### config.mk
export PLATFORM = sky130hd
export DESIGN_NAME = hb_ctrl_top
export DESIGN_NICKNAME = d
export VERILOG_FILES = /design/src/logic/hb_pkg.sv /design/src/logic/hb_config_if.sv /design/src/logic/hb_status_if.sv /design/src/logic/hb_ctrl_top.sv /design/src/logic/hb_reg_block.sv /design/src/logic/hb_rx_path.sv /design/src/logic/hb_sequencer.sv /design/src/logic/hb_tx_path.sv
export VERILOG_INCLUDE_DIRS = /design/src /design/src/include
export SDC_FILE = /design/constraint.sdc
export NUM_CORES = 1
export LEC_CHECK = 0
export ABC_AREA = 1
export BUFFER_PORTS_ARGS = -buffer_cell sky130_fd_sc_hd__buf_2
export CORE_MARGIN = 3
export CORE_UTILIZATION = 50
export CTS_BUF_LIST = sky130_fd_sc_hd__clkbuf_4
export DETAILED_ROUTE_END_ITERATION = 8
export PLACE_DENSITY = 0.76
export REMOVE_ABC_BUFFERS = 1
export SLEW_MARGIN = 0
export SYNTH_ARGS = -nofsm -noshare
export SYNTH_HDL_FRONTEND = slang
export SYNTH_HIERARCHICAL = 1
export SYNTH_SLANG_ARGS = --single-unit
### constraint.sdc
create_clock -name clk -period 3.4 [get_ports clk]
set_input_delay 0.85 -clock clk [delete_from_list [all_inputs] [get_ports clk]]
set_output_delay 0.85 -clock clk [all_outputs]
set_load 0.02 [all_outputs]
### src/include/hb_settings.svh
`ifndef HB_SETTINGS_SVH
`define HB_SETTINGS_SVH

`define HB_ADDR_W      32
`define HB_DATA_W      32
`define HB_TIMING_W    4

// Bus beats per phase, two bytes per beat
`define HB_CA_BEATS    3
`define HB_DATA_BEATS  2

// Register byte offsets
`define HB_REG_MBR     8'h00
`define HB_REG_MTR     8'h04
`define HB_REG_STS     8'h08

`define HB_MBR_RESET   32'h0000_0000
`define HB_MTR_RESET   32'h1111_1106

`endif

### src/logic/hb_pkg.sv
`default_nettype none

package hb_pkg;

`include "hb_settings.svh"

   typedef logic [`HB_ADDR_W-1:0]   mem_addr_t;
   typedef logic [`HB_DATA_W-1:0]   mem_word_t;
   typedef logic [`HB_DATA_W/8-1:0] byte_strb_t;
   typedef logic [`HB_TIMING_W-1:0] timing_t;

   // Command-address word, sent MSB first
   typedef struct packed {
      logic        rw;        // 1 read, 0 write
      logic        space;     // 0 memory space
      logic        linear;    // 1 linear burst
      logic [28:0] addr_hi;   // Half-word address bits 31..3
      logic [12:0] rsvd;
      logic [2:0]  addr_lo;   // Half-word address bits 2..0
   } ca_t;

   typedef enum logic [2:0] {
      idle, cs_setup, cmd_addr, latency, data, cs_hold, cs_idle
   } phase_t;

endpackage

`default_nettype wire

### src/logic/hb_config_if.sv
`timescale 1ns/1ps
`default_nettype none

interface hb_config_if import hb_pkg::*; ();
   logic [7:0] base;             // Matches address bits 31..24
   timing_t    rd_css, rd_csh, rd_cshi;
   timing_t    wr_css, wr_csh, wr_cshi;
   timing_t    latency;

   modport regs (output base, rd_css, rd_csh, rd_cshi, wr_css, wr_csh, wr_cshi,
                 latency);
   modport seq  (input base, rd_css, rd_csh, rd_cshi, wr_css, wr_csh, wr_cshi,
                 latency);
endinterface

`default_nettype wire

### src/logic/hb_status_if.sv
`timescale 1ns/1ps
`default_nettype none

interface hb_status_if;
   logic rd_active;   // Level over whole transaction
   logic wr_active;
   logic rd_dec;      // One-cycle decode error pulses
   logic wr_dec;

   modport seq  (output rd_active, wr_active, rd_dec, wr_dec);
   modport regs (input rd_active, wr_active, rd_dec, wr_dec);
endinterface

`default_nettype wire

### src/logic/hb_ctrl_top.sv
`timescale 1ns/1ps
`default_nettype none

module hb_ctrl_top import hb_pkg::*; (
   input  logic       clk,
   input  logic       rst,
   // Memory request port
   input  logic       mem_req,
   input  logic       mem_we,
   input  mem_addr_t  mem_addr,
   input  mem_word_t  mem_wdata,
   input  byte_strb_t mem_wstrb,
   output logic       mem_busy,
   output logic       mem_done,
   output logic       mem_err,
   output mem_word_t  mem_rdata,
   // Register port
   input  logic       reg_wr,
   input  logic       reg_rd,
   input  logic [7:0] reg_addr,
   input  mem_word_t  reg_wdata,
   output mem_word_t  reg_rdata,
   // HyperBus pins
   input  logic [7:0] dq_in,
   input  logic       rwds_in,
   output logic       cs0n,
   output logic       ck_en,
   output logic       dq_out_en,
   output logic [7:0] dq_out0,
   output logic [7:0] dq_out1,
   output logic       wds_en,
   output logic       wds0,
   output logic       wds1
);
   logic load, ca_step, data_step, data_sel;
   logic capture, word_full;

   hb_config_if cfg_if ();
   hb_status_if sts_if ();

   // ----------------------------------------
   hb_reg_block u_regs (
      .clk, .rst, .reg_wr, .reg_rd, .reg_addr, .reg_wdata, .reg_rdata,
      .cfg (cfg_if.regs),
      .sts (sts_if.regs)
   );

   hb_sequencer u_seq (
      .clk, .rst, .mem_req, .mem_we, .mem_addr,
      .mem_busy, .mem_done, .mem_err, .cs0n, .ck_en, .dq_out_en, .wds_en,
      .load, .ca_step, .data_step, .data_sel, .capture, .word_full,
      .cfg (cfg_if.seq),
      .sts (sts_if.seq)
   );

   hb_tx_path u_tx (
      .clk, .rst, .load, .ca_step, .data_step, .data_sel,
      .mem_we, .mem_addr, .mem_wdata, .mem_wstrb,
      .dq_out0, .dq_out1, .wds0, .wds1
   );

   hb_rx_path u_rx (
      .clk, .rst, .capture, .dq_in, .rwds_in, .word_full, .mem_rdata
   );

endmodule

`default_nettype wire

### src/logic/hb_reg_block.sv
`timescale 1ns/1ps
`default_nettype none

`include "hb_settings.svh"

module hb_reg_block import hb_pkg::*; (
   input  logic            clk,
   input  logic            rst,
   input  logic            reg_wr,
   input  logic            reg_rd,
   input  logic [7:0]      reg_addr,
   input  mem_word_t       reg_wdata,
   output mem_word_t       reg_rdata,
   hb_config_if.regs       cfg,
   hb_status_if.regs       sts
);
   localparam mem_word_t MBR_RST  = `HB_MBR_RESET;
   localparam mem_word_t MTR_MASK = 32'hffff_ff0f;   // Bits 7..4 unused

   logic [7:0] base_q;
   mem_word_t  mtr_q;
   logic       rd_dec_q;
   logic       wr_dec_q;
   logic       sts_wr;
   mem_word_t  rd_mux;

   assign sts_wr = reg_wr && (reg_addr == `HB_REG_STS);

   // ----------------------------------------
   // Configuration and sticky status
   always_ff @(posedge clk) begin
      if (rst) begin
         base_q   <= MBR_RST[31:24];
         mtr_q    <= `HB_MTR_RESET;
         rd_dec_q <= 1'b0;
         wr_dec_q <= 1'b0;
      end else begin
         if (reg_wr && (reg_addr == `HB_REG_MBR)) base_q <= reg_wdata[31:24];
         if (reg_wr && (reg_addr == `HB_REG_MTR)) mtr_q <= reg_wdata & MTR_MASK;
         // New event wins over a clear in the same cycle
         wr_dec_q <= (wr_dec_q && !(sts_wr && reg_wdata[8])) || sts.wr_dec;
         rd_dec_q <= (rd_dec_q && !(sts_wr && reg_wdata[9])) || sts.rd_dec;
      end
   end

   always_comb begin
      case (reg_addr)
         `HB_REG_MBR: rd_mux = {base_q, 24'h0};
         `HB_REG_MTR: rd_mux = mtr_q;
         `HB_REG_STS: rd_mux = {22'h0, rd_dec_q, wr_dec_q, 6'h0, sts.wr_active, sts.rd_active};
         default:     rd_mux = '0;
      endcase
   end

   always_ff @(posedge clk) begin
      if (reg_rd) reg_rdata <= rd_mux;
   end

   // ----------------------------------------
   // Timing fields to the sequencer
   assign cfg.base    = base_q;
   assign cfg.rd_cshi = mtr_q[31:28];
   assign cfg.wr_cshi = mtr_q[27:24];
   assign cfg.rd_css  = mtr_q[23:20];
   assign cfg.wr_css  = mtr_q[19:16];
   assign cfg.rd_csh  = mtr_q[15:12];
   assign cfg.wr_csh  = mtr_q[11:8];
   assign cfg.latency = mtr_q[3:0];

endmodule

`default_nettype wire

### src/logic/hb_rx_path.sv
`timescale 1ns/1ps
`default_nettype none

module hb_rx_path import hb_pkg::*; (
   input  logic       clk,
   input  logic       rst,
   input  logic       capture,
   input  logic [7:0] dq_in,
   input  logic       rwds_in,
   output logic       word_full,
   output mem_word_t  mem_rdata
);
   logic       take;
   logic [1:0] byte_cnt;   // Bytes collected so far

   assign take      = capture && rwds_in;
   assign word_full = take && (byte_cnt == 2'd3);

   // Wraps to zero with the fourth byte
   always_ff @(posedge clk) begin
      if (rst) byte_cnt <= '0;
      else if (take) byte_cnt <= byte_cnt + 1'b1;
   end

   // Most significant byte arrives first
   always_ff @(posedge clk) begin
      if (take) mem_rdata <= {mem_rdata[23:0], dq_in};
   end

endmodule

`default_nettype wire

### src/logic/hb_sequencer.sv
`timescale 1ns/1ps
`default_nettype none

`include "hb_settings.svh"

module hb_sequencer import hb_pkg::*; (
   input  logic      clk,
   input  logic      rst,
   input  logic      mem_req,
   input  logic      mem_we,
   input  mem_addr_t mem_addr,
   output logic      mem_busy,
   output logic      mem_done,
   output logic      mem_err,
   output logic      cs0n,
   output logic      ck_en,
   output logic      dq_out_en,
   output logic      wds_en,
   output logic      load,
   output logic      ca_step,
   output logic      data_step,
   output logic      data_sel,
   output logic      capture,
   input  logic      word_full,
   hb_config_if.seq  cfg,
   hb_status_if.seq  sts
);
   localparam timing_t CA_LAST   = timing_t'(`HB_CA_BEATS - 1);
   localparam timing_t DATA_LAST = timing_t'(`HB_DATA_BEATS - 1);

   phase_t  phase;
   timing_t cnt;          // Shared phase down-counter
   logic    we_q;
   logic    err_q;
   logic    accept;
   logic    hit;
   logic    dir;
   timing_t css_sel;
   timing_t csh_sel;
   timing_t cshi_sel;

   assign accept = (phase == idle) && mem_req && !mem_busy;
   assign hit    = (mem_addr[31:24] == cfg.base);
   assign dir    = (phase == idle) ? mem_we : we_q;   // Direction of current access

   assign css_sel  = dir ? cfg.wr_css  : cfg.rd_css;
   assign csh_sel  = dir ? cfg.wr_csh  : cfg.rd_csh;
   assign cshi_sel = dir ? cfg.wr_cshi : cfg.rd_cshi;

   // ----------------------------------------
   // Phase walk
   always_ff @(posedge clk) begin
      if (rst) begin
         phase <= idle;
         cnt   <= '0;
         we_q  <= 1'b0;
         err_q <= 1'b0;
      end else begin
         err_q <= accept && !hit;
         if (accept) we_q <= mem_we;
         case (phase)
            idle: if (accept && hit) begin
               phase <= cs_setup;
               cnt   <= css_sel;
            end
            cs_setup: if (cnt == 0) begin
               phase <= cmd_addr;
               cnt   <= CA_LAST;
            end else cnt <= cnt - 1'b1;
            cmd_addr: if (cnt != 0) begin
               cnt <= cnt - 1'b1;
            end else if (cfg.latency == 0) begin
               phase <= data;                      // No latency cycles
               cnt   <= DATA_LAST;
            end else begin
               phase <= latency;
               cnt   <= cfg.latency - 1'b1;
            end
            latency: if (cnt == 0) begin
               phase <= data;
               cnt   <= DATA_LAST;
            end else cnt <= cnt - 1'b1;
            data: if (we_q ? (cnt == 0) : word_full) begin
               phase <= cs_hold;
               cnt   <= csh_sel;
            end else if (we_q) cnt <= cnt - 1'b1;  // Read length set by rx path
            cs_hold: if (cnt == 0) begin
               phase <= cs_idle;
               cnt   <= cshi_sel;
            end else cnt <= cnt - 1'b1;
            cs_idle: if (cnt == 0) phase <= idle;
            else cnt <= cnt - 1'b1;
            default: phase <= idle;
         endcase
      end
   end

   // ----------------------------------------
   // Bus and handshake levels
   assign mem_busy  = (phase != idle) || err_q;
   assign mem_done  = err_q || ((phase == cs_idle) && (cnt == 0));
   assign mem_err   = err_q;
   assign cs0n      = (phase == idle) || (phase == cs_idle);
   assign ck_en     = (phase == cmd_addr) || (phase == latency) || (phase == data);
   assign dq_out_en = (phase == cmd_addr) || ((phase == data) && we_q);
   assign wds_en    = (phase == data) && we_q;

   assign load      = accept;
   assign ca_step   = (phase == cmd_addr);
   assign data_step = (phase == data) && we_q;
   assign data_sel  = (phase == data) && we_q;
   assign capture   = (phase == data) && !we_q;

   assign sts.rd_active = (phase != idle) && !we_q;
   assign sts.wr_active = (phase != idle) && we_q;
   assign sts.rd_dec    = err_q && !we_q;
   assign sts.wr_dec    = err_q && we_q;

endmodule

`default_nettype wire

### src/logic/hb_tx_path.sv
`timescale 1ns/1ps
`default_nettype none

module hb_tx_path import hb_pkg::*; (
   input  logic       clk,
   input  logic       rst,
   input  logic       load,
   input  logic       ca_step,
   input  logic       data_step,
   input  logic       data_sel,
   input  logic       mem_we,
   input  mem_addr_t  mem_addr,
   input  mem_word_t  mem_wdata,
   input  byte_strb_t mem_wstrb,
   output logic [7:0] dq_out0,
   output logic [7:0] dq_out1,
   output logic       wds0,
   output logic       wds1
);
   ca_t        ca_next;
   ca_t        ca_sr;
   mem_word_t  data_sr;
   byte_strb_t mask_sr;   // High for a masked byte

   always_comb begin
      ca_next         = '0;
      ca_next.rw      = !mem_we;
      ca_next.space   = 1'b0;
      ca_next.linear  = 1'b1;
      ca_next.addr_hi = {1'b0, mem_addr[31:4]};
      ca_next.addr_lo = mem_addr[3:1];
   end

   // ----------------------------------------
   // Shift by one byte pair per step
   always_ff @(posedge clk) begin
      if (load) begin
         ca_sr   <= ca_next;
         data_sr <= mem_wdata;
      end else begin
         if (ca_step)   ca_sr   <= {ca_sr[31:0], 16'h0};
         if (data_step) data_sr <= {data_sr[15:0], 16'h0};
      end
   end

   always_ff @(posedge clk) begin
      if (rst) mask_sr <= '0;
      else if (load) mask_sr <= ~mem_wstrb;
      else if (data_step) mask_sr <= {mask_sr[1:0], 2'b00};
   end

   assign dq_out0 = data_sel ? data_sr[31:24] : ca_sr[47:40];   // MSB first
   assign dq_out1 = data_sel ? data_sr[23:16] : ca_sr[39:32];
   assign wds0    = mask_sr[3];
   assign wds1    = mask_sr[2];

endmodule

`default_nettype wire

# Word-level counts from Yosys, hierarchy flattened
# Cells that the tools add are included.
dict set report totals {
  ram_bits 0
  rom_bits 0
  output_inout_bits 89
  memories 0
  reg_bits 184
  word_cells 120
  inputBits 123
  latch_bits 0
}
dict set report classes {
  n_bitwise 1
  shift 0
  mux 33
  multipliers 0
  eq_ne 19
  add_sub_neg 3
  reduce_logical 45
  order_cmp 0
  div_mod_pow 0
}
# operator count
set op_table {}
lappend op_table {{$mux 48} 2}
lappend op_table {{$pmux 32 s3} 1}
lappend op_table {{$mux 32} 2}
lappend op_table {{$mux 4} 14}
lappend op_table {{$pmux 4 s7} 1}
lappend op_table {{$mux 3} 8}
lappend op_table {{$pmux 3 s7} 1}
lappend op_table {{$logic_and 1x1->1} 20}
lappend op_table {{$mux 8} 2}
lappend op_table {{$ne 2x1->1 const B} 5}
lappend op_table {{$eq 3x3->1 const B} 3}
lappend op_table {{$eq 8x3->1 const B} 1}
lappend op_table {{$eq 8x4->1 const B} 1}
lappend op_table {{$eq 8x8->1} 1}
lappend op_table {{$logic_not 4->1} 2}
lappend op_table {{$logic_not 8->1} 1}
lappend op_table {{$logic_or 1x1->1} 8}
lappend op_table {{$sub 4x1->4 const B} 2}
lappend op_table {{$reduce_and 7->1} 1}
lappend op_table {{$reduce_bool 7->1} 1}
lappend op_table {{$eq 3x2->1 const B} 2}
lappend op_table {{$logic_not 1->1} 6}
lappend op_table {{$ne 2x2->1 const B} 3}
lappend op_table {{$not 4->4} 1}
lappend op_table {{other kinds (10)} 12}

# Depth between registers and ports, before layout
dict set report logic_depth {
  ltp_word 7
  ltp_mapped 14
  depth_no_buf 13
}

# Hierarchy
# Netlist, hierarchy kept.
# module area_each_um2 n_inst seq_area_each_um2 cells_each
set by_module_without_submodules {}
lappend by_module_without_submodules {hb_tx_path 3088.0 1 2062.0 296}
lappend by_module_without_submodules {hb_reg_block 2582.5 1 1601.5 280}
lappend by_module_without_submodules {hb_sequencer 1370.1 1 180.2 250}
lappend by_module_without_submodules {hb_rx_path 1071.0 1 1001.0 49}

# Worst setup path after synthesis
# OpenSTA, ideal clock, no wires.
dict set report synth_path {
  path_kind {register to output}
  start {reg u_seq.phase[1]}
  end {out dq_out1[1]}
  arrival_time_ns 1.599
  slack_ns 0.951
  path_stages_with_launch 8
  n_path_buf 3
  required_ns 2.550
  path_cell_list {dfxtp_1 buf_6 nor2_8 nand2_1 nor2_1 buf_2 buf_6 mux2_2}
}
dict set report synth_via {
  elab_chain_len 3
}
# element line_no
set synth_rtl {}
lappend synth_rtl {{start, declared} hb_sequencer.sv:31} ;# phase_t phase;
lappend synth_rtl {{start signal, assigned} hb_sequencer.sv:54} ;# phase <= idle;
lappend synth_rtl {{start signal, assigned} hb_sequencer.sv:63} ;# phase <= cs_setup;
lappend synth_rtl {{start signal, assigned} hb_sequencer.sv:67} ;# phase <= cmd_addr;
lappend synth_rtl {{$eq 3x3->1} hb_sequencer.sv:111} ;# assign data_sel = (phase == data) && we_q;
lappend synth_rtl {{$logic_and 1x1->1} hb_sequencer.sv:111}
lappend synth_rtl {{named net data_sel} hb_ctrl_top.sv:35} ;# logic load, ca_step, data_step, data_sel;
lappend synth_rtl {{$mux 8} hb_tx_path.sv:53} ;# assign dq_out1 = data_sel ? data_sr[23:16] : ca_sr[39:32];
lappend synth_rtl {{end, declared} hb_ctrl_top.sv:30} ;# output logic [7:0] dq_out1,
# The timed path passes the listed nets, and every way through them passes these cells.

# Worst setup path after layout
dict set report layout_path {
  start {reg u_seq.phase[0]}
  end {out dq_out1[1]}
}
dict set report layout_via {
  elab_chain_len 3
}
# element line_no
set layout_rtl {}
lappend layout_rtl {{$eq 3x3->1} hb_sequencer.sv:111}
lappend layout_rtl {{$logic_and 1x1->1} hb_sequencer.sv:111}
lappend layout_rtl {{$mux 8} hb_tx_path.sv:53}
# Every way passes these cells.

==> impl_metrics.toml <==
[route]
num_vias = 6262
drtAntennaViolNets = 0
firstDrtPassIters = 5
viasPerCell = 4.82
wl_per_cell_um = 14.2
drc = 0
drt_iter0_drc = 572
wirelength_um = 18400

[power_and_ir_drop]
vdd_drop_max_mv = 0.240
power_leakage_nw = 4.47
p_per_area_nw_per_um2 = 445

[clock_network]
clkLatencyLatePin_ns = 0.54
cts_sinks = 180
root_buffer = "clkbuf_4"
cts_tree = "done"
htreeDepth = 4
cts_inserted_buffers = 17
clockBufferDepth = 2
cts_setup_buffers = 0
clk_pin_slew_ns = 0.15

[worst_setup_path]
cp_cell_sequence = "nor2_8 > nand2_1 > nor2_2 > buf_6 > mux2_2 > buf_2"
cp-end-kind = "primary output"
r2r_start = "u_seq/phase[0]"
worst-path-max-fanout = 22
crit_path_top_delay_cell = "dfxtp_1"
start_kind = "register"
r2r_end = "u_seq/cnt[3]"
cp_top_family = "simple AND/OR/NAND/NOR gates"
worst_ep_arrival_time_ns = 2.33
ff2ff_setup_slack_ns = 0.86
slowest_delay_ns = 0.47
crit_buf_inv = 2
crit_required_ns = 2.55
path_class = "reg -> out"
rr_worst_depth = 12

[synth]
synth_seq_cells = 180
yosys.area.top_type_share = 0.459
syn_area_per_cell_um2 = 9.27
ys_warn_count = 6
synth.area.top_cells = "edfxtp_1 (46%), dfxtp_1 (14%), nand2_1 (13%)"
synth_area_um2 = 8110
yosysSeqAreaShare = 0.597
syn-instance-count = 875
synth_cell_types = 39
synth_area_leader_cell = "edfxtp_1"

[timing]
grt_setup_unrepaired = "no"
slew-limit-headroom = 0.458
finalSetupViolCount = 0
hold_ws_ns = 0.459
slew_viol_final = 0
finClkSkew_ns = 0.0203
fin_tns_setup_ns = 0
max_freq_ghz = 0.315
worst_pin_slew_ns = 0.808
fin_crit_ns = 3.18
hold_viol_final = 0
period_share = 0.935

[global_routing]
grt_pass1_vias = 6029
antenna_found_initial = 2
grt_overflow = 0
grt_start_max_net_pins = 56
grt_use_total = 0.209
grt_pass1_wl_um = 29700

[worst_hold_path]
hp-class = "reg -> reg"
hold_path_depth = 0
worstHoldStart = "u_rx/mem_rdata[16]"
min_to = "u_rx/mem_rdata[24]"

[final_layout]
syn2layout_area_growth_pct = 17.3
layout-drive-gt1-share = 0.260
layout_common_cells = "nand2_1 (279), buf_2 (202), edfxtp_1 (124)"
final_common_cell = "nand2_1"
fillers = 1376
seqCellArea_um2 = 4840
fin_nets = 1202
multi_input_area_um2 = 2630

[placed_design]
post-dp-hpwl_um = 13400
gp_congestion = 0.894
io_buffer_count = 202

[floorplanning]
start_util = 0.522
die_w_um = 133
rows = 45
fp.coreArea_um2 = 15500
die_h_um = 133
die-area_um2 = 17800
io_pins = 212

[job]
cap_violations = 0

[outcome]
status = "complete, no violations"
[cells by family (layout without fill, tap and decap cells)]
group	count (synthesis)	in the layout	synth area share
fa+ha+maj	5	5	0.00771
other cells	1	6	0.000462
flops	180	180	0.597
buf+inv	141	350	0.0801
xor+xnor	8	8	0.00864
mux	14	14	0.0194
simple gates	464	464	0.244
compound gates	62	62	0.0424
[per-stage QoR]
step                area [µm²]  worst slack (ns)  utilization  power (mW)  std cells
finish                    9510             0.220        0.612        4.24       1300
global route              9510            0.0271        0.612        4.43       1300
floorplan                 7880             0.155            -        2.86        845
CTS                       9500            0.0709        0.612        4.27       1298
global placement          9220             0.767        0.593        3.09       1266
detailed placement        9220             0.732        0.593        3.10       1266
[per-layer routing]
metal  GRT usage  part of all wire  vias to the layer above  wire, µm
met5           0                 0                        -         0
met4      0.0606             0.012                        0       225
met3      0.0476             0.068                       18      1260
met2       0.350              0.48                      224      8840
met1       0.275              0.44                     2828      8100
li1            -                 -                     3192         -
[cell usage after synthesis]
| cell type | number |
|---|---|
| a211oi_1 | 1 |
| a21oi_1 | 22 |
| a22o_1 | 3 |
| a22oi_1 | 1 |
| a32oi_1 | 1 |
| buf_1 | 1 |
| buf_2 | 5 |
| buf_4 | 15 |
| buf_6 | 7 |
| clkbuf_1 | 5 |
| clkinv_1 | 1 |
| conb_1 | 1 |
| dfxtp_1 | 56 |
| edfxtp_1 | 124 |
| ha_1 | 5 |
| inv_1 | 104 |
| inv_2 | 2 |
| inv_6 | 1 |
| mux2_2 | 14 |
| nand2_1 | 279 |
| nand2_2 | 7 |
| nand2_4 | 5 |
| nand3_1 | 63 |
| nand3_2 | 1 |
| nand3b_1 | 2 |
| nand4_1 | 3 |
| nor2_1 | 92 |
| nor2_2 | 3 |
| nor2_4 | 3 |
| nor2_8 | 2 |
| nor3_4 | 1 |
| o211a_2 | 1 |
| o21a_1 | 1 |
| o21ai_0 | 29 |
| o21bai_1 | 2 |
| o22ai_1 | 1 |
| or2_0 | 2 |
| or2_2 | 1 |
| xnor2_1 | 8 |
[sequential cells by signal, indices dropped and copies added (netlist names)]
signal	cells
u_tx/ca_sr	35
u_rx/mem_rdata	32
u_tx/data_sr	32
u_regs/mtr_q	28
u_regs/reg_rdata	28
u_regs/cfg.base	8
u_seq/cnt	4
u_tx/mask_sr	4
u_seq/phase	3
u_rx/byte_cnt	2
u_regs/rd_dec_q	1
u_regs/wr_dec_q	1
u_seq/mem_err	1
u_seq/we_q	1
[worst reg2reg max path, cell delays in order, from the launching register on]
cell and delay [ns]:
dfxtp_1 0.47, nor2_8 0.18, nand2_4 0.11, inv_6 0.08, nand2_4 0.06, nor2_4 0.38
buf_4 0.55, nand3_2 0.18, nand2_4 0.15, nand2_4 0.08, nand2_2 0.05, nand2_1 0.05
a21oi_1 0.13
[worst max-delay path by stage]
stage                      to  depth (start not counted)  slack [ns]           start
2_1_floorplan   u_tx/ca_sr[0]                          4        0.16         mem_req
3_3_place_gp   u_seq/phase[1]                          9        0.77         mem_req
3_5_place_dp     u_seq/cnt[3]                         10        0.73         mem_req
4_1_cts            dq_out0[2]                          6        0.07  u_seq/phase[0]
5_1_grt            dq_out0[3]                          6        0.03  u_seq/phase[0]
6_report           dq_out1[1]                          6        0.22  u_seq/phase[0]
[area by class of cell]
| cell class | instances | area share |
|---|---|---|
| Antenna cell | 2 | 0.000526 |
| Clock buffer | 21 | 0.0166 |
| Clock inverter | 11 | 0.0130 |
| Inverter | 108 | 0.0431 |
| Multi-Input combinational cell | 557 | 0.277 |
| Sequential cell | 180 | 0.509 |
| Tap cell | 211 | 0.0278 |
| Timing Repair Buffer | 210 | 0.113 |
[power breakdown]
group          internal, mW  total, mW  switching [mW]
clock                 0.473       1.19           0.715
sequential             2.46       2.49          0.0347
combinational         0.180      0.554           0.374
[repair_timing]
| item | in CTS | in global routing |
|---|---|---|
| setup endpoints to repair | 0 | 14 |
| resized for setup | 0 | 1 |
| hold buffers | 0 | 0 |
No activity file was read; power rests on OpenSTA's default activity.
